**src/vcap_pkg.sv**
```systemverilog
package vcap_pkg;

  // ----------------------------------------
  // video sample and pixel formats
  // ----------------------------------------
  typedef logic [7:0]  byte_t;    // one luma or chroma sample
  typedef logic [15:0] rgb565_t;  // r[15:11] g[10:5] b[4:0]

  // byte position inside one 4:2:2 group, Cb Y0 Cr Y1 on the wire
  typedef enum logic [1:0]
  {
    PH_CB,
    PH_Y0,
    PH_CR,
    PH_Y1
  } cap_phase_e;

  // ----------------------------------------
  // frame buffer geometry
  // ----------------------------------------
  localparam int FB_IDX_W = 13;               // 8192 words per bank

  typedef logic [FB_IDX_W-1:0] fb_idx_t;      // word within a bank
  typedef logic [FB_IDX_W:0]   fb_addr_t;     // msb picks the bank

  // ----------------------------------------
  // colour conversion constants
  // ----------------------------------------
  // u2.8 fixed point, BT.601 studio range
  localparam logic [9:0] K_Y   = 10'd298;     // 1.164
  localparam logic [9:0] K_RCR = 10'd409;     // 1.596
  localparam logic [9:0] K_GCR = 10'd208;     // 0.813
  localparam logic [9:0] K_GCB = 10'd100;     // 0.392
  localparam logic [9:0] K_BCB = 10'd516;     // 2.017

  // black level and chroma zero
  localparam byte_t Y_OFFSET = 8'd16;
  localparam byte_t C_OFFSET = 8'd128;

  // products and channel sums, wide enough for 8.8 results with sign
  typedef logic signed [20:0] prod_t;

endpackage

```
**src/cap_if.sv**
```systemverilog
`timescale 1ns/10ps

// decimated byte stream, decimator to colour converter
interface cap_if import vcap_pkg::*;
();

  logic       byte_valid;  // one strobe per sample on a kept line
  byte_t      data;        // registered vpo
  cap_phase_e phase;       // where this byte sits in its group
  logic       keep;        // group chosen by pixel decimation

  // decimator side
  modport dec
  (
    output byte_valid,
    output data,
    output phase,
    output keep
  );

  // converter side
  modport cnv
  (
    input  byte_valid,
    input  data,
    input  phase,
    input  keep
  );

endinterface

```
**src/sync_decimator.sv**
```systemverilog
`timescale 1ns/10ps

module sync_decimator import vcap_pkg::*;
#(
  parameter int LINE_DECIM = 4,  // keep 1 line in LINE_DECIM
  parameter int PIX_DECIM  = 4   // keep 1 group in PIX_DECIM
)
(
  input  logic  clk_llc,
  input  logic  resetx,
  input  byte_t vpo,
  input  logic  href,
  input  logic  vref,
  input  logic  odd,
  output logic  field_active,
  cap_if.dec    cap
);

  localparam int LW = (LINE_DECIM > 1) ? $clog2(LINE_DECIM) : 1;
  localparam int PW = (PIX_DECIM > 1) ? $clog2(PIX_DECIM) : 1;

  byte_t         vpo_q;
  logic          href_q;
  logic          field_q;
  logic          field_in;
  logic          href_rise;
  logic          line_act;
  logic [LW-1:0] line_cnt;
  logic [PW-1:0] grp_cnt;
  cap_phase_e    phase;

  assign field_in  = odd & vref;     // odd field only
  assign href_rise = href & ~href_q; // raw href against its own register

  // ----------------------------------------
  // input registers
  // ----------------------------------------
  always_ff @(posedge clk_llc)
    vpo_q <= vpo;

  always_ff @(posedge clk_llc or negedge resetx)
  begin
    if (!resetx)
    begin
      href_q  <= 1'b0;
      field_q <= 1'b0;
    end
    else
    begin
      href_q  <= href;
      field_q <= field_in;
    end
  end

  // line decimation
  // parked at the top count outside a field, so the first href lands on 0
  always_ff @(posedge clk_llc or negedge resetx)
  begin
    if (!resetx)
      line_cnt <= LW'(LINE_DECIM - 1);
    else if (!field_in)
      line_cnt <= LW'(LINE_DECIM - 1);
    else if (href_rise)
      line_cnt <= (line_cnt == LW'(LINE_DECIM - 1)) ? '0 : line_cnt + 1'b1;
  end

  assign line_act = field_q & href_q & (line_cnt == '0); // every byte of a kept line

  // ----------------------------------------
  // byte phase and group decimation
  // ----------------------------------------
  always_ff @(posedge clk_llc or negedge resetx)
  begin
    if (!resetx)
    begin
      phase   <= PH_CB;
      grp_cnt <= '0;
    end
    else if (!line_act)
    begin
      phase   <= PH_CB;  // every line opens on Cb
      grp_cnt <= '0;
    end
    else
    begin
      phase <= cap_phase_e'(phase + 2'd1);
      if (phase == PH_Y1)  // last byte of the group
        grp_cnt <= (grp_cnt == PW'(PIX_DECIM - 1)) ? '0 : grp_cnt + 1'b1;
    end
  end

  assign cap.byte_valid = line_act;
  assign cap.data       = vpo_q;
  assign cap.phase      = phase;
  assign cap.keep       = (grp_cnt == '0);  // first group of each count
  assign field_active   = field_q;

endmodule

```
**src/flat_wrapper.sv**
```systemverilog
// flat-port wrapper written by rule: the top's interface ports become plain ports
module sync_decimator_flat import vcap_pkg::*;
#(
  parameter int LINE_DECIM = 4,                              
  parameter int PIX_DECIM  = 4                               
)
  (clk_llc, resetx, vpo, href, vref, odd, field_active, cap_byte_valid, cap_data, cap_phase, cap_keep);
  cap_if cap_i ();
  input  logic clk_llc;
  input  logic resetx;
  input  byte_t vpo;
  input  logic href;
  input  logic vref;
  input  logic odd;
  output logic field_active;
  output wire logic [$bits(cap_i.byte_valid)-1:0] cap_byte_valid;
  output wire logic [$bits(cap_i.data)-1:0] cap_data;
  output wire logic [$bits(cap_i.phase)-1:0] cap_phase;
  output wire logic [$bits(cap_i.keep)-1:0] cap_keep;
  assign cap_byte_valid = cap_i.byte_valid;
  assign cap_data = cap_i.data;
  assign cap_phase = cap_i.phase;
  assign cap_keep = cap_i.keep;
  sync_decimator #(.LINE_DECIM(LINE_DECIM), .PIX_DECIM(PIX_DECIM)) u_core (.clk_llc(clk_llc), .resetx(resetx), .vpo(vpo), .href(href), .vref(vref), .odd(odd), .field_active(field_active), .cap(cap_i));
endmodule
```
**config.mk**
```make
export PLATFORM = sky130hd
export DESIGN_NAME = sync_decimator_flat
export DESIGN_NICKNAME = d
export VERILOG_FILES = /design/src/vcap_pkg.sv /design/src/cap_if.sv /design/src/sync_decimator.sv /design/src/flat_wrapper.sv
export SDC_FILE = /design/constraint.sdc
export NUM_CORES = 1
export LEC_CHECK = 0
export ABC_CLOCK_PERIOD_IN_PS = 2400
export BUFFER_PORTS_ARGS = -buffer_cell sky130_fd_sc_hd__buf_2
export CORE_MARGIN = 2
export CORE_UTILIZATION = 40
export CTS_CLUSTER_SIZE = 24
export DETAILED_ROUTE_END_ITERATION = 8
export GPL_TIMING_DRIVEN = 0
export PLACE_DENSITY = 0.74
export SLEW_MARGIN = 40
export SYNTH_ARGS = -nofsm -noshare
export SYNTH_HDL_FRONTEND = slang
export SYNTH_SLANG_ARGS = --single-unit
```
**constraint.sdc**
```tcl
create_clock -name clk_llc -period 2.4 [get_ports clk_llc]
set_input_delay 0 -clock clk_llc [delete_from_list [all_inputs] [get_ports clk_llc]]
set_output_delay 0 -clock clk_llc [all_outputs]
set_load 0.01 [all_outputs]
```
==> flow_summary.json <==
{
  "power_leakage_uw": 0.0004314,
  "setup_ws_ns": 0.9742,
  "met3WireLength_um": 86,
  "grt_remaining_overflow": 0,
  "n_fill_cell": 96,
  "synth_area_sq_um": 546.8,
  "htreeDepth": 1,
  "drt-vias-per-instance": 4.537,
  "rows": 13,
  "hold_violations": 0,
  "die-height_um": 40.97,
  "final_max_slew_viol_count": 0,
  "cts-root-buf": "clkbuf_4",
  "antenna_found_initial": 0,
  "r2r_start": "u_core.line_cnt[0]",
  "topRoutingLayerUsed": "met4",
  "cp.required_ns": 2.40,
  "post-place-ws_ns": 1.226,
  "fmax_ghz": 0.7013,
  "power_uw": 496.7,
  "hold_end": "u_core.field_active",
  "ant_nets": 0,
  "drc": 0,
  "clock_latency_ns": 0.28,
  "arrival_ns": 1.43,
  "period_share_pct": 59.41,
  "cts_resized": 0,
  "io_pins": 26,
  "die_area_sq_mm": 0.001679,
  "reg2reg_to": "u_core.line_cnt[0]",
  "crit_fanout": 5,
  "initial_core_util_pct": 42.55,
  "met2_length_um": 564,
  "hold_start": "vref",
  "gp_congestion": 0.7828,
  "io_buffers": 25,
  "core_region_area_sq_mm": 0.001285,
  "maxCapViolations": 0,
  "cts_sinks": 16,
  "grt_max_degree": 10,
  "drtIter0Drc": 3,
  "finalCriticalPeriod_ns": 1.426,
  "ys_seq_elements": 16,
  "vias": 431,
  "grt_pass1_vias": 407,
  "relSlewSlack_pct": 86.09,
  "cts_buffers": 3,
  "synth_area_per_cell_sq_um": 13.34,
  "grt_pass1_wl_um": 1766,
  "cts_tree": "yes",
  "final_nets": 99,
  "ir_drop_uv": 391.0,
  "first_pass_iters": 2,
  "path_class": "reg2out",
  "yosysWarnings": 0,
  "diodes": 0,
  "path_clk_slew_ns": 0.08,
  "routed_wirelength_um": 1174,
  "status": "completed",
  "netlist_instances": 41,
  "ys_seq_area_share_pct": 66.36,
  "setup_viol": 0,
  "hold_path.class": "in2reg",
  "m1WireLength_um": 504,
  "synthesis.nets": 59,
  "end_kind": "output pin",
  "r2r_slack_ns": 1.21,
  "r2r_cells": 3,
  "finClkSkew_ns": 0.002369,
  "cp-start-kind": "flip-flop",
  "post-cts-setup-buffer-count": 0,
  "drive_above_1_share_pct": 41.25,
  "clk_path_buf_depth": 2,
  "power_density_mw_per_mm2": 600.6,
  "rsz0062_at_grt": "false",
  "tightest_slew_ns": 0.2081,
  "fin_tns_setup_ns": 0,
  "synthDistinctLibCells": 17,
  "track_usage_pct": 17.63,
  "syn2layout_area_growth_pct": 51.26,
  "hold_depth": 2,
  "wl_per_cell_um": 12.36,
  "die-width_um": 40.97
}
cells in the mapped netlist:
library cell / number / share of area [%]
dfstp_2: 2 / 9.6
or4b_1: 1 / 1.8
a21oi_1: 1 / 0.91
nand3b_1: 1 / 1.4
dfrtp_1: 6 / 27
ha_1: 5 / 11
and2_1: 1 / 1.1
dfxtp_1: 8 / 29
nand3_1: 1 / 0.91
nand2b_1: 1 / 1.1
or3b_1: 1 / 1.6
and2b_2: 1 / 1.6
o211ai_1: 1 / 1.4
inv_1: 6 / 4.1
nor2_1: 3 / 2.1
o211ai_2: 1 / 2.3
mux2i_1: 1 / 1.8
layout make-up:
class / count / area, sq um / area share, %
Inverter: 6 / 22.52 / 2.723
Timing Repair Buffer: 35 / 225.2 / 27.23
Multi-Input combinational cell: 19 / 161.4 / 19.52
Clock buffer: 4 / 36.28 / 4.387
Sequential cell: 16 / 362.8 / 43.87
Tap cell: 15 / 18.77 / 2.269
metal layers:
| layer | global-route usage, % | vias up |
|---|---|---|
| li1 | - | 211 |
| met1 | 20.42 | 198 |
| met2 | 27.34 | 20 |
| met3 | 5.435 | 2 |
| met4 | 12.50 | 0 |
| met5 | 0 | - |
what timing repair did:
item	in CTS	in global routing
hold endpoints to repair	17	0
setup endpoints to repair	0	0
hold buffers	10	0
power breakdown:
part / switching [uW] / total [uW] / internal (uW)
Sequential: 3.71 / 282 / 278
Clock: 78.1 / 170 / 92.2
Combinational: 18.6 / 44.3 / 25.7
Total: 100 / 497 / 396
cells in the final DEF (no fill, tap or decap), drive strengths merged:
cell type / synthesis / final
o211ai: 2 / 2
buf: 0 / 25
and2: 1 / 1
ha: 5 / 5
inv: 6 / 6
and2b: 1 / 1
nand3b: 1 / 1
nand3: 1 / 1
mux2i: 1 / 1
or3b: 1 / 1
dfrtp: 6 / 6
nor2: 3 / 3
dfxtp: 8 / 8
or4b: 1 / 1
a21oi: 1 / 1
dfstp: 2 / 2
dlygate4sd3: 0 / 10
nand2b: 1 / 1
clkbuf: 0 / 4
state kept, by name, summed over array words and instances (netlist names):
signal / count
u_core.cap.data: 8
u_core.cap.phase: 2
u_core.grp_cnt: 2
u_core.line_cnt: 2
u_core.field_active: 1
u_core.href_q: 1
critical path: stages, from the launching register on:
cell and delay (ns):
dfstp_2 0.55, inv_1 0.06, ha_1 0.19, nand3_1 0.16, inv_1 0.06, buf_2 0.13
worst max-delay path by stage:
stage / startpoint / endpoint / slack (ns) / cells past startpoint
6_report: u_core.line_cnt[0] / cap_byte_valid / 0.97 / 5
5_1_grt: u_core.line_cnt[0] / cap_byte_valid / 0.84 / 5
4_1_cts: u_core.line_cnt[0] / cap_byte_valid / 0.95 / 5
3_5_place_dp: u_core.line_cnt[0] / u_core.line_cnt[0] / 1.23 / 3
3_3_place_gp: u_core.line_cnt[0] / u_core.line_cnt[0] / 1.23 / 3
2_1_floorplan: u_core.line_cnt[0] / u_core.line_cnt[0] / 1.25 / 3
kinds of logic (layout without fill, tap and decap cells):
kind of cell	Yosys count	count (layout)	synth area share [%]
simple gates	10	10	11.67
mux	1	1	1.831
compound gates	3	3	4.576
flops	16	16	66.36
buf+inv	6	45	4.119
fa+ha+maj	5	5	11.44
through the flow:
stage                     area, sq um  instances  hold WS (ns)  util, %
after floorplan                 546.8         41       -0.2956        -
after global placement          690.7         81       -0.1551    53.75
after detailed placement        690.7         81       -0.1503    53.75
after CTS                       827.0         95      0.002605    64.36
after global routing            827.0         95       0.01583    64.36
final                           827.0         95       0.01823    64.36
No activity file was read; power rests on OpenSTA's default activity.
