## src/vcap_pkg.sv

```systemverilog
package vcap_pkg;

  // ----------------------------------------
  // video sample and pixel formats
  // ----------------------------------------
  typedef logic [7:0]  byte_t;    // one luma or chroma sample
  typedef logic [15:0] rgb565_t;  // r[15:11] g[10:5] b[4:0]

  // byte position inside one 4:2:2 group, Cb Y0 Cr Y1 on the wire
  typedef enum logic [1:0]
  {
    PH_CB,
    PH_Y0,
    PH_CR,
    PH_Y1
  } cap_phase_e;

  // ----------------------------------------
  // frame buffer geometry
  // ----------------------------------------
  localparam int FB_IDX_W = 13;               // 8192 words per bank

  typedef logic [FB_IDX_W-1:0] fb_idx_t;      // word within a bank
  typedef logic [FB_IDX_W:0]   fb_addr_t;     // msb picks the bank

  // ----------------------------------------
  // colour conversion constants
  // ----------------------------------------
  // u2.8 fixed point, BT.601 studio range
  localparam logic [9:0] K_Y   = 10'd298;     // 1.164
  localparam logic [9:0] K_RCR = 10'd409;     // 1.596
  localparam logic [9:0] K_GCR = 10'd208;     // 0.813
  localparam logic [9:0] K_GCB = 10'd100;     // 0.392
  localparam logic [9:0] K_BCB = 10'd516;     // 2.017

  // black level and chroma zero
  localparam byte_t Y_OFFSET = 8'd16;
  localparam byte_t C_OFFSET = 8'd128;

  // products and channel sums, wide enough for 8.8 results with sign
  typedef logic signed [20:0] prod_t;

endpackage

```

## src/cap_if.sv

```systemverilog
`timescale 1ns/10ps

// decimated byte stream, decimator to colour converter
interface cap_if import vcap_pkg::*;
();

  logic       byte_valid;  // one strobe per sample on a kept line
  byte_t      data;        // registered vpo
  cap_phase_e phase;       // where this byte sits in its group
  logic       keep;        // group chosen by pixel decimation

  // decimator side
  modport dec
  (
    output byte_valid,
    output data,
    output phase,
    output keep
  );

  // converter side
  modport cnv
  (
    input  byte_valid,
    input  data,
    input  phase,
    input  keep
  );

endinterface

```

## src/ycbcr_to_rgb565.sv

```systemverilog
`timescale 1ns/10ps

module ycbcr_to_rgb565 import vcap_pkg::*;
(
  input  logic    clk_llc,
  input  logic    resetx,
  cap_if.cnv      cap,
  output logic    pix_valid,
  output rgb565_t pixel
);

  byte_t      cb_r;
  byte_t      y0_r;
  logic       cr_hit;
  prod_t      y_s;
  prod_t      cb_s;
  prod_t      cr_s;
  prod_t      x_p;
  prod_t      rcr_p;
  prod_t      gcr_p;
  prod_t      gcb_p;
  prod_t      bcb_p;
  logic       p_valid;
  prod_t      r_sum;
  prod_t      g_sum;
  prod_t      b_sum;
  logic [5:0] r_sat;
  logic [5:0] g_sat;
  logic [5:0] b_sat;

  // saturate an 8.8 sum to a 6 bit channel
  // 5 bit channels take the upper five of these
  function automatic logic [5:0] clamp_ch(input prod_t s);
    if (s[20])
      return 6'h00;               // below black
    else if (s >= prod_t'(65536))
      return 6'h3f;               // above full scale
    else
      return s[15:10];
  endfunction

  // ----------------------------------------
  // sample capture, kept groups only
  // ----------------------------------------
  always_ff @(posedge clk_llc)
  begin
    if (cap.byte_valid && cap.keep)
    begin
      case (cap.phase)
        PH_CB:   cb_r <= cap.data;
        PH_Y0:   y0_r <= cap.data;
        default: ;                // Cr used live, Y1 dropped
      endcase
    end
  end

  assign cr_hit = cap.byte_valid & cap.keep & (cap.phase == PH_CR);

  // remove offsets, signed from here on
  assign y_s  = prod_t'(y0_r) - prod_t'(Y_OFFSET);
  assign cb_s = prod_t'(cb_r) - prod_t'(C_OFFSET);
  assign cr_s = prod_t'(cap.data) - prod_t'(C_OFFSET);  // Cr byte is on the bus now

  // ----------------------------------------
  // stage 1, products
  // ----------------------------------------
  always_ff @(posedge clk_llc)
  begin
    if (cr_hit)
    begin
      x_p   <= prod_t'(K_Y) * y_s;
      rcr_p <= prod_t'(K_RCR) * cr_s;
      gcr_p <= prod_t'(K_GCR) * cr_s;
      gcb_p <= prod_t'(K_GCB) * cb_s;
      bcb_p <= prod_t'(K_BCB) * cb_s;
    end
  end

  always_ff @(posedge clk_llc or negedge resetx)
  begin
    if (!resetx)
    begin
      p_valid   <= 1'b0;
      pix_valid <= 1'b0;
    end
    else
    begin
      p_valid   <= cr_hit;
      pix_valid <= p_valid;
    end
  end

  // stage 2, channel sums and saturation
  assign r_sum = x_p + rcr_p;
  assign g_sum = x_p - gcr_p - gcb_p;
  assign b_sum = x_p + bcb_p;

  assign r_sat = clamp_ch(r_sum);
  assign g_sat = clamp_ch(g_sum);
  assign b_sat = clamp_ch(b_sum);

  always_ff @(posedge clk_llc)
  begin
    if (p_valid)
      pixel <= {r_sat[5:1], g_sat, b_sat[5:1]};  // pack 565
  end

endmodule

```

## src/flat_wrapper.sv

```systemverilog
// flat-port wrapper written by rule: the top's interface ports become plain ports
module ycbcr_to_rgb565_flat import vcap_pkg::*;
  (clk_llc, resetx, pix_valid, pixel, cap_byte_valid, cap_data, cap_phase, cap_keep);
  cap_if cap_i ();
  input  logic clk_llc;
  input  logic resetx;
  output logic pix_valid;
  output rgb565_t pixel;
  input wire logic [$bits(cap_i.byte_valid)-1:0] cap_byte_valid;
  input wire logic [$bits(cap_i.data)-1:0] cap_data;
  input wire logic [$bits(cap_i.phase)-1:0] cap_phase;
  input wire logic [$bits(cap_i.keep)-1:0] cap_keep;
  assign cap_i.byte_valid = cap_byte_valid;
  assign cap_i.data = cap_data;
  assign cap_i.phase = cap_phase;
  assign cap_i.keep = cap_keep;
  ycbcr_to_rgb565 u_core (.clk_llc(clk_llc), .resetx(resetx), .cap(cap_i), .pix_valid(pix_valid), .pixel(pixel));
endmodule
```

## config.mk

```make
export PLATFORM = sky130hd
export DESIGN_NAME = ycbcr_to_rgb565_flat
export DESIGN_NICKNAME = d
export VERILOG_FILES = /design/src/vcap_pkg.sv /design/src/cap_if.sv /design/src/ycbcr_to_rgb565.sv /design/src/flat_wrapper.sv
export SDC_FILE = /design/constraint.sdc
export NUM_CORES = 1
export LEC_CHECK = 0
export ABC_AREA = 1
export BUFFER_PORTS_ARGS = -buffer_cell sky130_fd_sc_hd__buf_2
export CORE_AREA = 3 3 159 161
export CTS_BUF_LIST = sky130_fd_sc_hd__clkbuf_8
export CTS_CLUSTER_SIZE = 10
export DETAILED_ROUTE_END_ITERATION = 8
export DIE_AREA = 0 0 162 164
export GPL_TIMING_DRIVEN = 0
export MAX_ROUTING_LAYER = met4
export PLACE_DENSITY = 0.73
export SYNTH_ARGS = -nofsm -noshare
export SYNTH_HDL_FRONTEND = slang
export SYNTH_SLANG_ARGS = --single-unit
```

## constraint.sdc

```tcl
create_clock -name clk_llc -period 4 [get_ports clk_llc]
set_clock_uncertainty 0.05 [all_clocks]
set_input_delay 0 -clock clk_llc [delete_from_list [all_inputs] [get_ports clk_llc]]
set_output_delay 0 -clock clk_llc [all_outputs]
set_load 0.03 [all_outputs]
```

==> metrics.md <==
| Metric | Value |
|---|---|
| CP Cell Sequence | inv_2 > ha_4 > xnor2_4 > inv_2 > ha_4 > ha_4 > fa_1 > inv_2 > fa_1 > inv_2 > ha_4 > nand2_2 > o21ai_2 > nand2_1 > nand2_1 > nand2_1 > nand2_1 > nand2_1 > nand2_1 > nand2_1 > nand2_2 > nand2_1 > nand2_1 > nand2_1 |
| CTS tree | done |
| First-pass GRT wire length | 42.6 mm |
| TNS Setup | 0 ns |
| Power share of the clock group | 22.4% |
| Reg clk slew, reported paths | 0.07 ns |
| DIE WIDTH | 162 um |
| VDD IR-drop max | 182 uV |
| Initial antenna violation count | 0 |
| Most frequent cell after synthesis | nand2_1 |
| Num CTS Buffers | 17 |
| Critical path's largest stage delay | 0.51 ns |
| Inserted Diodes | 0 |
| Slowest-stage cell, CP | fa_1 |
| Cell depth of the worst flop-to-flop path | 24 |
| MaxCap Viol Count | 0 |
| TritonCTS Sinks | 125 |
| GRT Overall Usage | 21.1% |
| Leakage | 6.90 nW |
| Final Hold Fails | 0 |
| Final Util | 56.4% |
| Gpl congestion | 0.911 |
| DR pass1 iterations | 5 |
| Vias per cell | 4.96 |
| Routed length per placed instance | 14.7 um |
| Most instantiated cells after synthesis | 289 x nand2_1, 286 x inv_1, 217 x ha_1 |
| Slew HR | 16.9% |
| Cell family contributing the most delay on the critical path | adder cells |
| Via count | 8,872 |
| Async S/R FF share, synth | 1.60% |
| Largest net degree at the start of global routing | 22 |
| Leading post-synthesis cells by cell area | edfxtp_1 31%, ha_1 23%, fa_1 9.5% |
| Row count | 57 |
| Number of flops mapped to enable cells by yosys | 123 |
| Yosys reg bits | 125 |
| Routed wire length | 26.3 mm |
| Initial drt markers | 597 |
| Worst setup SP type | register |
| RSZ-0062 raised after global routing | yes |
| Hold path cells | 3 |
| Critical path endpoint category | register |
| WS Path Type | reg2reg |
| Gr ovfl total | 0 |
| Nets | 1,741 |
| Hold Path Class | in2reg |
| Sequential share of power | 37.8% |
| Synthesis-to-layout area growth | 13.3% |
| WP depth | 24 |
| Switching part of the total | 35.5% |
| P_sw | 1.49 mW |
| Syn avg cell area | 8.81 sq um |
| Hold Slack | 0.0406 ns |
| Drt drc | 0 |
| CP arrival | 4.10 ns |
| Placeable Area | 0.0241 sq mm |
| Req. time, crit path | 4.15 ns |
| Synth top area share | 30.8% |
| Total power | 4.20 mW |
| DP HPWL | 21.3 mm |
| Vias in the first global route | 8,716 |
| Die ar. | 0.0266 sq mm |
| Max-slew violation total from the final report | 0 |
| Post-route clock period utilization | 98.8% |
| Most used cell, CP | nand2_1 |
| Slew at the pin with the worst max-slew slack | 1.24 ns |
| PortBufs | 30 |
| Syn nets | 1,650 |
| Most used DFF post-synth | edfxtp_1 |
| Buffer depth of the longest clock path | 2 |
| Status | completed |
| Die Y | 164 um |
| Mapped cell area | 0.0120 sq mm |
| Layout cell share with drive strength beyond 1 | 9.84% |
| P per Cell Area | 309 mW/mm^2 |
| Initial Util | 49.8% |
| Largest area contributor in the netlist | edfxtp_1 |
| FMAX | 253 MHz |
| H-tree depth | 4 |
| CTS root buf | clkbuf_8 |
| Synth Instances | 1,362 |
| IO Pins | 31 |
| Placed Area | 0.0128 sq mm |
| Crit Path Max Fanout | 4 |
| Sequential-to-total area share from yosys stat | 31.2% |
| Final instance area | 0.0136 sq mm |
| Synth warnings | 0 |
| Min Tclk post-route | 3.95 ns |
| Skew-Pair Late Insertion Delay | 0.44 ns |
| # setup viols final | 0 |
| P_int | 2.71 mW |
| ANT nets after route | 0 |
| Comb pwr share | 39.8% |
| Crit path buffers/inverters | 4 |
| Synth cell types | 37 |
==> power groups by stage <==
stage	Clock (mW)	Sequential, mW	Combinational, mW
after global routing	1.02	1.59	1.91
after global placement	0	1.62	1.44
after detailed placement	0	1.61	1.49
final	0.940	1.59	1.67
after CTS	0.965	1.59	1.58
after floorplan	0	1.61	1.15
==> layout by cell type, fill, tap and decap left out, types with 3 or more instances in the layout <==
| cell type | n |
|---|---|
| nand4_1 | 7 |
| buf_4 | 25 |
| ha_4 | 12 |
| nand3_1 | 59 |
| clkinv_1 | 6 |
| nor3_1 | 7 |
| a31oi_1 | 5 |
| ha_1 | 202 |
| fa_1 | 56 |
| nor2_4 | 3 |
| ha_2 | 3 |
| o21ai_0 | 20 |
| buf_16 | 4 |
| nor2_2 | 4 |
| inv_2 | 8 |
| clkbuf_8 | 17 |
| nand3b_1 | 5 |
| a21o_1 | 5 |
| o21bai_1 | 6 |
| nor2_1 | 80 |
| a21oi_1 | 78 |
| and3_1 | 3 |
| buf_2 | 29 |
| dlygate4sd3_1 | 13 |
| xnor2_1 | 20 |
| xor2_1 | 48 |
| nand2_2 | 7 |
| clkinvlp_4 | 5 |
| nand2_1 | 285 |
| edfxtp_1 | 123 |
| inv_1 | 277 |
| a21oi_2 | 6 |
==> sequential cells by signal (all words and copies together) (netlist names) <==
signal / cells
u_core.x_p: 20
u_core.gcb_p: 19
u_core.pixel: 16
u_core.pix_valid: 1
u_core.rcr_p: 21
u_core.gcr_p: 15
u_core.cb_r: 8
u_core.p_valid: 1
u_core.y0_r: 8
u_core.bcb_p: 16
==> metal layers <==
layer	part of all wire [%]	track usage, %	up-vias
met1	47	27.7	4076
met5	0	-	-
met3	3.2	2.27	30
met4	2.2	6.90	0
li1	-	-	4589
met2	47	34.5	177
==> worst register-to-register path: cells and delay by family (launching register included) <==
family,cells,cell delay [ns]
AND/OR/NAND/NOR,12,0.73
buffers and inverters,4,0.30
XOR/XNOR,1,0.13
flip-flops,1,0.42
adder cells (fa/ha/maj),6,1.94
AO/OA/AOI/OAI,1,0.14
==> logic make-up after synthesis <==
logic type	synth area share [%]
AND/OR/NAND/NOR	16.2
buffers and inverters	9.00
adder cells (fa/ha/maj)	32.1
AO/OA/AOI/OAI	6.28
flip-flops	31.2
XOR/XNOR	5.17
==> final cells by class <==
type	count	area, sq um
clock buffer	17	234
fill	2129	10500
timing repair buffer	72	592
sequential	125	3740
clock inverter	12	83.8
buffer	1	7.51
multi-input combinational	949	7450
tap	324	405
inverter	287	1090
==> stage by stage <==
step | std cells | setup WS [ns]
finish | 1787 | 0.0488
CTS | 1782 | -0.00121
floorplan | 1362 | 0.0175
global placement | 1716 | -1.06
detailed placement | 1721 | -1.16
global route | 1787 | -0.142
==> final timing paths <==
| check | endpoint | startpoint | slack (ns) |
|---|---|---|---|
| max reg2reg | u_core.x_p[18]$_DFFE_PP_ | u_core.y0_r[4]$_DFFE_PP_ | 0.05 |
| max | u_core.x_p[18]$_DFFE_PP_ | u_core.y0_r[4]$_DFFE_PP_ | 0.05 |
| max in group asynchronous | u_core.p_valid$_DFF_PN0_ | resetx | 3.42 |
| min reg2reg | u_core.gcb_p[4]$_DFFE_PP_ | u_core.cb_r[2]$_DFFE_PP_ | 0.52 |
| min in group asynchronous | u_core.pix_valid$_DFF_PN0_ | resetx | 0.36 |
| min | u_core.rcr_p[4]$_DFFE_PP_ | cap_data[4] | 0.04 |
==> timing repair <==
| item | in CTS | in global routing |
|---|---|---|
| hold buffers | 13 | 0 |
| endpoints found under the hold margin | 33 | 0 |
| resized for setup | 24 | 26 |
| pin swaps | 17 | 17 |
| buffers inserted | 19 | 5 |
| endpoints found under the setup margin | 18 | 15 |
Power figures use the tool's default switching activity.
