===== config.mk =====
export PLATFORM = sky130hd
export DESIGN_NAME = frame_writer
export DESIGN_NICKNAME = d
export VERILOG_FILES = /design/src/vcap_pkg.sv /design/src/frame_writer.sv
export SDC_FILE = /design/constraint.sdc
export NUM_CORES = 1
export LEC_CHECK = 0
export BUFFER_PORTS_ARGS = -buffer_cell sky130_fd_sc_hd__buf_2
export CAP_MARGIN = 10
export CORE_AREA = 2 2 75 56
export DETAILED_ROUTE_END_ITERATION = 10
export DIE_AREA = 0 0 77 58
export GPL_TIMING_DRIVEN = 1
export PLACE_DENSITY = 0.76
export SLEW_MARGIN = 20
export SYNTH_ARGS = -nofsm -noshare
export SYNTH_HDL_FRONTEND = slang
export SYNTH_SLANG_ARGS = --single-unit
export TNS_END_PERCENT = 5

===== constraint.sdc =====
create_clock -name clk_llc -period 1.8 [get_ports clk_llc]
set_clock_uncertainty 0.15 [all_clocks]
set_input_delay 0.09 -clock clk_llc [delete_from_list [all_inputs] [get_ports clk_llc]]
set_output_delay 0.09 -clock clk_llc [all_outputs]
set_load 0.05 [all_outputs]

===== src/vcap_pkg.sv =====
package vcap_pkg;

  // ----------------------------------------
  // video sample and pixel formats
  // ----------------------------------------
  typedef logic [7:0]  byte_t;    // one luma or chroma sample
  typedef logic [15:0] rgb565_t;  // r[15:11] g[10:5] b[4:0]

  // byte position inside one 4:2:2 group, Cb Y0 Cr Y1 on the wire
  typedef enum logic [1:0]
  {
    PH_CB,
    PH_Y0,
    PH_CR,
    PH_Y1
  } cap_phase_e;

  // ----------------------------------------
  // frame buffer geometry
  // ----------------------------------------
  localparam int FB_IDX_W = 13;               // 8192 words per bank

  typedef logic [FB_IDX_W-1:0] fb_idx_t;      // word within a bank
  typedef logic [FB_IDX_W:0]   fb_addr_t;     // msb picks the bank

  // ----------------------------------------
  // colour conversion constants
  // ----------------------------------------
  // u2.8 fixed point, BT.601 studio range
  localparam logic [9:0] K_Y   = 10'd298;     // 1.164
  localparam logic [9:0] K_RCR = 10'd409;     // 1.596
  localparam logic [9:0] K_GCR = 10'd208;     // 0.813
  localparam logic [9:0] K_GCB = 10'd100;     // 0.392
  localparam logic [9:0] K_BCB = 10'd516;     // 2.017

  // black level and chroma zero
  localparam byte_t Y_OFFSET = 8'd16;
  localparam byte_t C_OFFSET = 8'd128;

  // products and channel sums, wide enough for 8.8 results with sign
  typedef logic signed [20:0] prod_t;

endpackage


===== src/frame_writer.sv =====
`timescale 1ns/10ps

module frame_writer import vcap_pkg::*;
(
  input  logic     clk_llc,
  input  logic     resetx,
  input  logic     field_active,
  input  logic     pix_valid,
  input  rgb565_t  pixel,
  output logic     wr_en,
  output fb_addr_t wr_addr,
  output rgb565_t  wr_data,
  output logic     irq_bank0,
  output logic     irq_bank1
);

  logic    field_d;
  logic    field_rise;
  logic    field_fall;
  logic    bank;       // bank being filled
  logic    full;       // index wrapped, bank is full
  fb_idx_t idx;

  assign field_rise = field_active & ~field_d;
  assign field_fall = ~field_active & field_d;  // end of field

  // ----------------------------------------
  // index, bank and interrupts
  // ----------------------------------------
  always_ff @(posedge clk_llc or negedge resetx)
  begin
    if (!resetx)
    begin
      field_d   <= 1'b0;
      bank      <= 1'b0;
      full      <= 1'b0;
      idx       <= '0;
      wr_en     <= 1'b0;
      irq_bank0 <= 1'b0;
      irq_bank1 <= 1'b0;
    end
    else
    begin
      field_d   <= field_active;
      wr_en     <= pix_valid & ~full;   // overflow writes dropped
      irq_bank0 <= field_fall & ~bank;  // bank just filled
      irq_bank1 <= field_fall & bank;
      if (field_fall)
        bank <= ~bank;                  // swap for the next field
      if (field_rise)
      begin
        idx  <= '0;
        full <= 1'b0;
      end
      else if (pix_valid && !full)
      begin
        idx <= idx + 1'b1;
        if (idx == '1)
          full <= 1'b1;
      end
    end
  end

  // write payload, one cycle behind pix_valid
  always_ff @(posedge clk_llc)
  begin
    if (pix_valid)
    begin
      wr_addr <= {bank, idx};
      wr_data <= pixel;
    end
  end

endmodule


==> results of run 1 <==
sequential cells by signal (all words and copies together) (netlist names):
register / flops
wr_data: 16
wr_addr: 14
idx: 13
bank: 1
field_d: 1
full: 1
irq_bank0: 1
irq_bank1: 1
wr_en: 1
kinds of logic after synthesis:
kind of cell               after synthesis  synth area share, %
DFF                                     49                 76.0
buffers and inverters                    6                 1.24
xor gates and xnor gates                 3                 1.45
adders and majority gates                1                0.691
muxes                                    5                 2.76
and+or+nand+nor                         39                 13.7
AOI/OAI and AO/OA                       13                 4.15
routing by layer:
layer,up-vias,global-route usage (%),share of wire [%]
li1,581,-,-
met1,565,21.9,48
met2,43,25.8,45
met3,7,4.98,5.7
met4,0,6.12,1.5
met5,-,0,0
how the worst max path moves through the flow:
stage,startpoint,endpoint,cells past startpoint
floorplan,idx[0],idx[8],4
global placement,idx[0],idx[8],4
detailed placement,idx[0],idx[8],4
CTS,idx[0],idx[8],4
global route,idx[0],idx[8],4
finish,idx[0],idx[8],4
synth_stat cells:
cell | instances | share of area (%)
nand2b_1 | 6 | 2.1
xnor2_1 | 2 | 0.97
or4_1 | 3 | 1.2
nand3_1 | 1 | 0.28
mux2i_1 | 5 | 2.8
nor2_1 | 5 | 1.0
inv_1 | 3 | 0.62
nand4_4 | 1 | 1.2
nand4_1 | 3 | 1.0
a21oi_1 | 6 | 1.7
nand4_2 | 1 | 0.69
nand4b_2 | 1 | 0.83
o21ai_0 | 3 | 0.83
ha_1 | 1 | 0.69
nand2_1 | 7 | 1.5
xor2_1 | 1 | 0.48
o31ai_1 | 3 | 1.2
nand3b_1 | 1 | 0.41
dfrtp_1 | 19 | 26
nor4_1 | 5 | 1.7
edfxtp_1 | 30 | 50
nor2b_1 | 2 | 0.69
buf_1 | 1 | 0.21
clkbuf_1 | 2 | 0.41
o21a_1 | 1 | 0.41
or3_1 | 3 | 1.0
where the power goes:
part | total, W | internal [W] | switching [W]
clock network | 0.000651 | 0.000276 | 0.000375
registers | 0.00139 | 0.00132 | 0.0000739
logic | 0.000474 | 0.000131 | 0.000344
area by class of cell:
type | count | area share, %
Sequential cell | 49 | 57.1
Inverter | 3 | 0.467
Timing Repair Buffer | 72 | 18.9
Tap cell | 52 | 2.70
Clock buffer | 5 | 2.86
Clock inverter | 3 | 0.883
Multi-Input combinational cell | 61 | 17.1
metrics by stage:
stage	hold WS (ns)	setup WS [ns]
3_3_place_gp	-0.102	0.208
5_1_grt	0.0117	0.0294
6_report	0.0167	0.126
2_1_floorplan	-0.356	0.278
3_5_place_dp	-0.0951	0.121
4_1_cts	0.0118	0.102
repair_timing:
action                                 in CTS  in global routing
setup endpoints to repair                   0                  0
resized for setup                           0                  0
endpoints found under the hold margin      36                  0
hold buffers                               18                  0
==> reports/qor.yml, run 1 <==
rsz0062_at_grt: "no"
crit_buf_inv: 0
post-route-util_pct: 64.2
vdd_drop_max_mv: 0.609
grt_use_total_pct: 16.3
fin_crit_sh_pct: 93.0
fmax_mhz: 597
place_congestion: 0.808
clockBufferDepth: 2
clkTransAtPathRegs_ns: 0.09
cp_top_family: "simple AND/OR/NAND/NOR gates"
r2r-start: "idx[0]"
r2r_setup_slack_ns: 0.13
finalCriticalPeriod_ns: 1.67
mostFrequentLayoutCell: "buf_2"
rows: 19
grt_pass1_vias: 1085
root_buffer: "clkbuf_8"
hold_start: "pix_valid"
synth.avg_cell_area_um2: 15.6
worst_pin_slew_ns: 0.627
leakagePower_nw: 1.05
grt_start_max_net_pins: 26
ys_ff_latch: 49
placed_area_mm2: 0.00214
r2r_cells: 4
cts_tree: "done"
dieArea_mm2: 0.00447
ys_warn_count: 0
power_density_mw_per_mm2: 1040
die_y_um: 58
yosysSeqAreaShare_pct: 76.0
vias: 1196
port_buffers: 52
antenna_found_initial: 0
fillers: 296
grt_pass1_wl_um: 5400
cts_sinks: 49
start_kind: "flop"
syn-num-nets: 137
hold_viol: 0
dp_hpwl_um: 2100
maxCapViolCount: 0
grt_overflow: 0
slew_violations: 0
crit_fanout: 8
cp_slowest_cell: "or4_1"
ant_nets: 0
regArea_mm2: 0.00138
num_io_pins: 53
initial_core_util_pct: 48.2
multiInputGateArea_um2: 412
setup_viol: 0
syn_inst: 116
htree_levels: 2
area_delta_synth_final_pct: 33.1
post_cts_buffers: 0
cp-end-kind: "flop"
numCtsBuffers: 5
total_power_w: 0.00252
crit_chain: "ha_1 > nand4b_2 > or4_1 > a21oi_1"
wire_per_inst_um: 14.1
whs_endpoint: "wr_addr[0]"
crit_required_ns: 1.89
fin_cells: 245
drt-total-wl_um: 3450
final_cell_mix: "buf_2, edfxtp_1, dfrtp_1"
rr_endpoint: "idx[8]"
critPathKind: "flop to flop"
placed_cells: 219
design_area_mm2: 0.00241
cpPeakStageDelay_ns: 0.44
drt_iter0_markers: 95
core_area_mm2: 0.00376
hold_depth: 1
outcome: "complete, no violations"
chipWidth_um: 77
synth.distinct_cells: 26
clock_latency_ns: 0.31
first_pass_iters: 4
relSlewSlack_pct: 58.1
crit_arrival_ns: 1.76
n_antenna_cell: 0
finalNetCount: 213
drc: 0
drive_above_1_share_pct: 33.7
setup-tns-final_ns: 0
viasPerCell: 4.88
hold_path_class: "input port to flop"
synth_area_mm2: 0.00181
No activity file was read; power rests on OpenSTA's default activity.
==> run 2, diff against run 1 <==
--- a/config.mk
+++ b/config.mk
@@ -7,11 +7,12 @@
 export LEC_CHECK = 0
 export BUFFER_PORTS_ARGS = -buffer_cell sky130_fd_sc_hd__buf_2
 export CAP_MARGIN = 10
-export CORE_AREA = 2 2 75 56
+export CORE_AREA = 2 2 79 59
 export DETAILED_ROUTE_END_ITERATION = 10
-export DIE_AREA = 0 0 77 58
+export DIE_AREA = 0 0 81 61
 export GPL_TIMING_DRIVEN = 1
-export PLACE_DENSITY = 0.76
+export PLACE_DENSITY = 0.72
+export SETUP_SLACK_MARGIN = 0.02
 export SLEW_MARGIN = 20
 export SYNTH_ARGS = -nofsm -noshare
 export SYNTH_HDL_FRONTEND = slang
==> constraint.sdc (replaced) <==
create_clock -name clk_llc -period 1.39 [get_ports clk_llc]
set_clock_uncertainty 0.15 [all_clocks]
set_input_delay 0.0695 -clock clk_llc [delete_from_list [all_inputs] [get_ports clk_llc]]
set_output_delay 0.0695 -clock clk_llc [all_outputs]
set_load 0.05 [all_outputs]
==> reports/qor.yml, run 2 (synthesis results as in run 1) <==
rows: 20  # +1
finalWorstSetupSlack_ns: -0.153  # -0.280 ns
root_buffer: "clkbuf_8"
path_depth: 4  # unchanged
initial_core_util_pct: 43.6  # -4.6 points
met3_length_um: 304  # +54%
clockBufferDepth: 2  # unchanged
slew_violations: 0  # unchanged
drt_iter0_markers: 101  # +6.3%
finalNetCount: 233  # +9.4%
grt_pass1_vias: 1226  # +13%
crit_required_ns: 1.48  # -0.41 ns
grt_start_max_net_pins: 26  # unchanged
place_congestion: 0.798  # -1.2%
crit_fanout: 7  # -1
dieArea_mm2: 0.00494  # +11%
clock_latency_ns: 0.30  # about the same
vdd_drop_max_mv: 0.929  # +53%
crit_buf_inv: 0  # unchanged
die_y_um: 61  # +5.2%
vias: 1316  # +10%
cts_tree: "done"
viasPerCell: 4.91  # +0.59%
mostFrequentLayoutCell: "buf_2"
n_antenna_cell: 0  # unchanged
setup-tns-final_ns: -1.10  # -1.10 ns
power_density_mw_per_mm2: 1300  # +24%
cpPeakStageDelay_ns: 0.45  # about the same
dp_hpwl_um: 2480  # +18%
core_area_mm2: 0.00415  # +11%
area_delta_synth_final_pct: 44.3
crit_arrival_ns: 1.63  # -0.13 ns
r2r_cells: 4  # unchanged
critPathKind: "flop to flop"
failed_checks: "setup timing"
cts_sinks: 49  # unchanged
drive_above_1_share_pct: 43.2  # +9.5 points
first_pass_iters: 4  # unchanged
largest_register_ffs: 16  # unchanged
top_register: "wr_data"
finalCriticalPeriod_ns: 1.54  # -0.130 ns
antenna_found_initial: 0  # unchanged
highest_layer: "met4"
fin_crit_sh_pct: 111  # +18 points
drc: 0  # unchanged
grt_pass1_wl_um: 5700  # +5.5%
drt-total-wl_um: 3730  # +8.1%
cp_top_family: "simple AND/OR/NAND/NOR gates"
cp-end-kind: "flop"
cp_slowest_cell: "or4_4"
clkTransAtPathRegs_ns: 0.08  # about the same
relSlewSlack_pct: 70.9  # +13 points
whs_ns: 0.0785  # +0.0618 ns
final_cell_mix: "buf_2, edfxtp_1, buf_4"
top_regs: "wr_data (16), wr_addr (14), idx (13)"
grt_overflow: 0  # unchanged
hold_viol: 0  # unchanged
num_io_pins: 53  # unchanged
chipWidth_um: 81  # +5.2%
port_buffers: 52  # unchanged
htree_levels: 2  # unchanged
grt_use_total_pct: 16.0  # -0.30 points
worst_pin_slew_ns: 0.437  # -0.191 ns
crit_chain: "ha_4 > nand4b_4 > or4_4 > a21oi_2"
hold_path_class: "input port to asynchronous set/reset pin"
setup_viol: 12  # +12
wire_per_inst_um: 13.9  # -1.2%
leakagePower_nw: 1.14  # +8.4%
outcome: "finished with violations"
wl_met2_um: 1700  # +9.5%
start_kind: "flop"
numCtsBuffers: 5  # unchanged
m1WireLength_um: 1670  # +1.5%
maxCapViolCount: 0  # unchanged
rsz0062_at_grt: "yes"
ant_nets: 0  # unchanged
fmax_mhz: 648  # +8.4%
[run 2: cell types whose count changed in the layout (fill, tap and decap cells not counted), sizes merged]
cell	delta
clkbuf	+1
buf	+20
clkinv	-1
clkinvlp	+1
inv	-1
[run 2: timing repair]
| item | in CTS | in global routing |
|---|---|---|
| setup endpoints to repair | 10 | 12 |
| gates cloned | 0 | 0 |
| resized for setup | 1 | 6 |
| endpoints found under the hold margin | 38 | 0 |
| pin swaps | 4 | 0 |
| setup buffers | 2 | 3 |
| hold buffers | 18 | 0 |
[run 2: metal layers]
metal  GRT usage, %  up-vias
met5              0        -
met4           7.51        0
met3           4.61       10
met2           26.0       64
met1           20.3      617
li1               -      625
[run 2: path summary, 6_finish.rpt]
kind / start / to / slack [ns]
setup reg to reg: idx[0] / idx[8] / -0.15
max in group asynchronous: resetx / idx[2] / 0.68
setup / recovery: idx[0] / idx[8] / -0.15
hold / removal: resetx / idx[9] / 0.08
hold reg to reg: bank / irq_bank0 / 0.36
min in group clk_llc: pix_valid / wr_addr[2] / 0.11
[run 2: layout make-up]
| class | count | area, µm² |
|---|---|---|
| fill | 319 | 1540 |
| sequential | 49 | 1380 |
| timing repair buffer | 92 | 606 |
| multi-input combinational | 61 | 462 |
| clock buffer | 6 | 72.6 |
| tap | 55 | 68.8 |
| clock inverter | 2 | 15.0 |
| inverter | 3 | 11.3 |
[run 2: worst register-to-register path, stage by stage, from the launching register on]
cell,delay (ns)
dfrtp_1,0.43
ha_4,0.18
nand4b_4,0.15
or4_4,0.45
a21oi_2,0.13
[run 2: power by group]
part           leakage (nW)  switching (W)  internal (W)
registers             0.555      0.0000890       0.00171
logic                 0.546       0.000500      0.000288
clock network        0.0374       0.000450      0.000354
[run 2: through the flow]
stage	cells	area (µm²)	setup WS [ns]	utilization, %	total power (W)
detailed placement	237	2280	-0.144	54.8	0.00253
global placement	237	2280	-0.0706	54.8	0.00251
global route	268	2610	-0.237	62.9	0.00354
floorplan	116	1830	-0.0468	-	0.00227
CTS	265	2560	-0.152	61.7	0.00339
finish	268	2610	-0.153	62.9	0.00339
==> run 3, diff against run 2 <==
--- a/config.mk
+++ b/config.mk
@@ -7,11 +7,14 @@
 export LEC_CHECK = 0
 export BUFFER_PORTS_ARGS = -buffer_cell sky130_fd_sc_hd__buf_2
 export CAP_MARGIN = 10
-export CORE_AREA = 2 2 79 59
+export CELL_PAD_IN_SITES_DETAIL_PLACEMENT = 0
+export CELL_PAD_IN_SITES_GLOBAL_PLACEMENT = 1
+export CORE_AREA = 2 2 87 64
 export DETAILED_ROUTE_END_ITERATION = 10
-export DIE_AREA = 0 0 81 61
+export DIE_AREA = 0 0 89 66
 export GPL_TIMING_DRIVEN = 1
-export PLACE_DENSITY = 0.72
+export PLACE_DENSITY = 0.83
+export REMOVE_ABC_BUFFERS = 1
 export SETUP_SLACK_MARGIN = 0.02
 export SLEW_MARGIN = 20
 export SYNTH_ARGS = -nofsm -noshare
==> reports/qor.yml, run 3 (synthesis results as in run 1) <==
outcome: "finished with violations"
failed_checks: "setup timing"
largest_register_ffs: 16  # unchanged
port_buffers: 52  # unchanged
initial_core_util_pct: 35.7  # -7.8 points
cts_sinks: 49  # unchanged
whs_ns: 0.0738  # -0.00475 ns
n_antenna_cell: 0  # unchanged
place_ws_ns: -0.184  # -0.0394 ns
chipWidth_um: 89  # +9.9%
leakagePower_nw: 1.17  # +2.5%
drt-total-wl_um: 3660  # -2.0%
finalNetCount: 227  # -2.6%
fin_crit_sh_pct: 110  # -1.2 points
die_y_um: 66  # +8.2%
relSlewSlack_pct: 71.9  # +1.1 points
numCtsBuffers: 5  # unchanged
worst_pin_slew_ns: 0.421  # -0.0158 ns
finalWorstSetupSlack_ns: -0.137  # +0.0168 ns
clkTransAtPathRegs_ns: 0.09  # about the same
grt_pass1_vias: 1280  # +4.4%
top_register: "wr_data"
design_area_mm2: 0.00263  # +0.67%
rsz0062_at_grt: "yes"
finalCriticalPeriod_ns: 1.53  # -0.0168 ns
fmax_mhz: 655  # +1.1%
viasPerCell: 4.49  # -8.5%
root_buffer: "clkbuf_8"
fin_cells: 279  # +4.1%
mostFrequentLayoutCell: "buf_2"
power_density_mw_per_mm2: 1350  # +3.7%
clock_latency_ns: 0.30  # about the same
hold_path_class: "input port to asynchronous set/reset pin"
drc: 0  # unchanged
grt_use_total_pct: 13.4  # -2.6 points
wire_per_inst_um: 13.1  # -5.9%
maxCapViolCount: 0  # unchanged
drive_above_1_share_pct: 42.5  # -0.68 points
vdd_drop_max_mv: 0.424  # -54%
drt_iter0_markers: 21  # -79%
dp_hpwl_um: 2330  # -6.0%
grt_pass1_wl_um: 5810  # +1.9%
crit_fanout: 8  # +1
setup-tns-final_ns: -0.795  # +0.305 ns
start_kind: "flop"
core_area_mm2: 0.00506  # +22%
first_pass_iters: 4  # unchanged
crit_required_ns: 1.46  # -0.02 ns
num_io_pins: 53  # unchanged
critPathKind: "flop to flop"
hold_viol: 0  # unchanged
ant_nets: 0  # unchanged
grt_start_max_net_pins: 26  # unchanged
dieArea_mm2: 0.00587  # +19%
placed_cells: 252  # +6.3%
crit_arrival_ns: 1.60  # -0.03 ns
grt_overflow: 0  # unchanged
top_regs: "wr_data (16), wr_addr (14), idx (13)"
cts_tree: "done"
htree_levels: 2  # unchanged
antenna_found_initial: 0  # unchanged
place_congestion: 0.703  # -12%
area_delta_synth_final_pct: 45.3
clockBufferDepth: 2  # unchanged
placed_area_mm2: 0.00226  # -0.71%
slew_violations: 0  # unchanged
final_cell_mix: "buf_2, edfxtp_1, dlygate4sd3_1"
vias: 1253  # -4.8%
cp-end-kind: "flop"
rows: 22  # +10%
setup_viol: 10  # -2
[run 3: critical path, cell delays in order, from the launching register on]
cell	delay, ns
dfrtp_1	0.36
ha_2	0.21
nand4b_4	0.16
or4_1	0.42
a21oi_1	0.15
[run 3: worst paths after layout]
check,from,slack (ns),to,cells past startpoint
hold / removal,resetx,0.07,irq_bank1,2
setup / recovery,idx[1],-0.14,idx[8],4
min in group clk_llc,pix_valid,0.10,wr_addr[2],2
max in group asynchronous,resetx,0.69,idx[5],2
setup reg to reg,idx[1],-0.14,idx[8],4
hold reg to reg,bank,0.36,irq_bank0,1
[run 3: stage by stage]
stage	total power, W	util [%]
after floorplan	0.00223	-
after detailed placement	0.00247	44.7
final	0.00354	51.9
after global routing	0.00371	51.9
after global placement	0.00246	44.7
after CTS	0.00357	51.5
[run 3: report_power, final]
group	internal (W)	switching (W)	total, W
Sequential	0.00171	0.0000766	0.00178
Clock	0.000586	0.000436	0.00102
Combinational	0.000235	0.000496	0.000731
[run 3: cell type report]
type | count | area [µm²]
clock inverter | 1 | 30.0
multi-input combinational | 61 | 473
inverter | 3 | 11.3
sequential | 49 | 1380
fill | 440 | 2430
tap | 72 | 90.1
timing repair buffer | 86 | 561
clock buffer | 7 | 86.3
[run 3: timing repair]
action | 4_1_cts | 5_1_grt
hold buffers | 18 | 0
hold endpoints to repair | 38 | 0
endpoints found under the setup margin | 11 | 12
pin swaps | 2 | 0
setup buffers | 1 | 0
resized for setup | 9 | 4
[run 3: metal layers]
layer / share of wire [%] / wire [µm] / vias to the layer above / global-route usage, %
li1: - / - / 608 / -
met1: 43 / 1560 / 593 / 15.2
met2: 48 / 1760 / 44 / 23.2
met3: 7.1 / 258 / 8 / 3.75
met4: 2.0 / 72 / 0 / 6.72
met5: 0 / 0 / - / 0
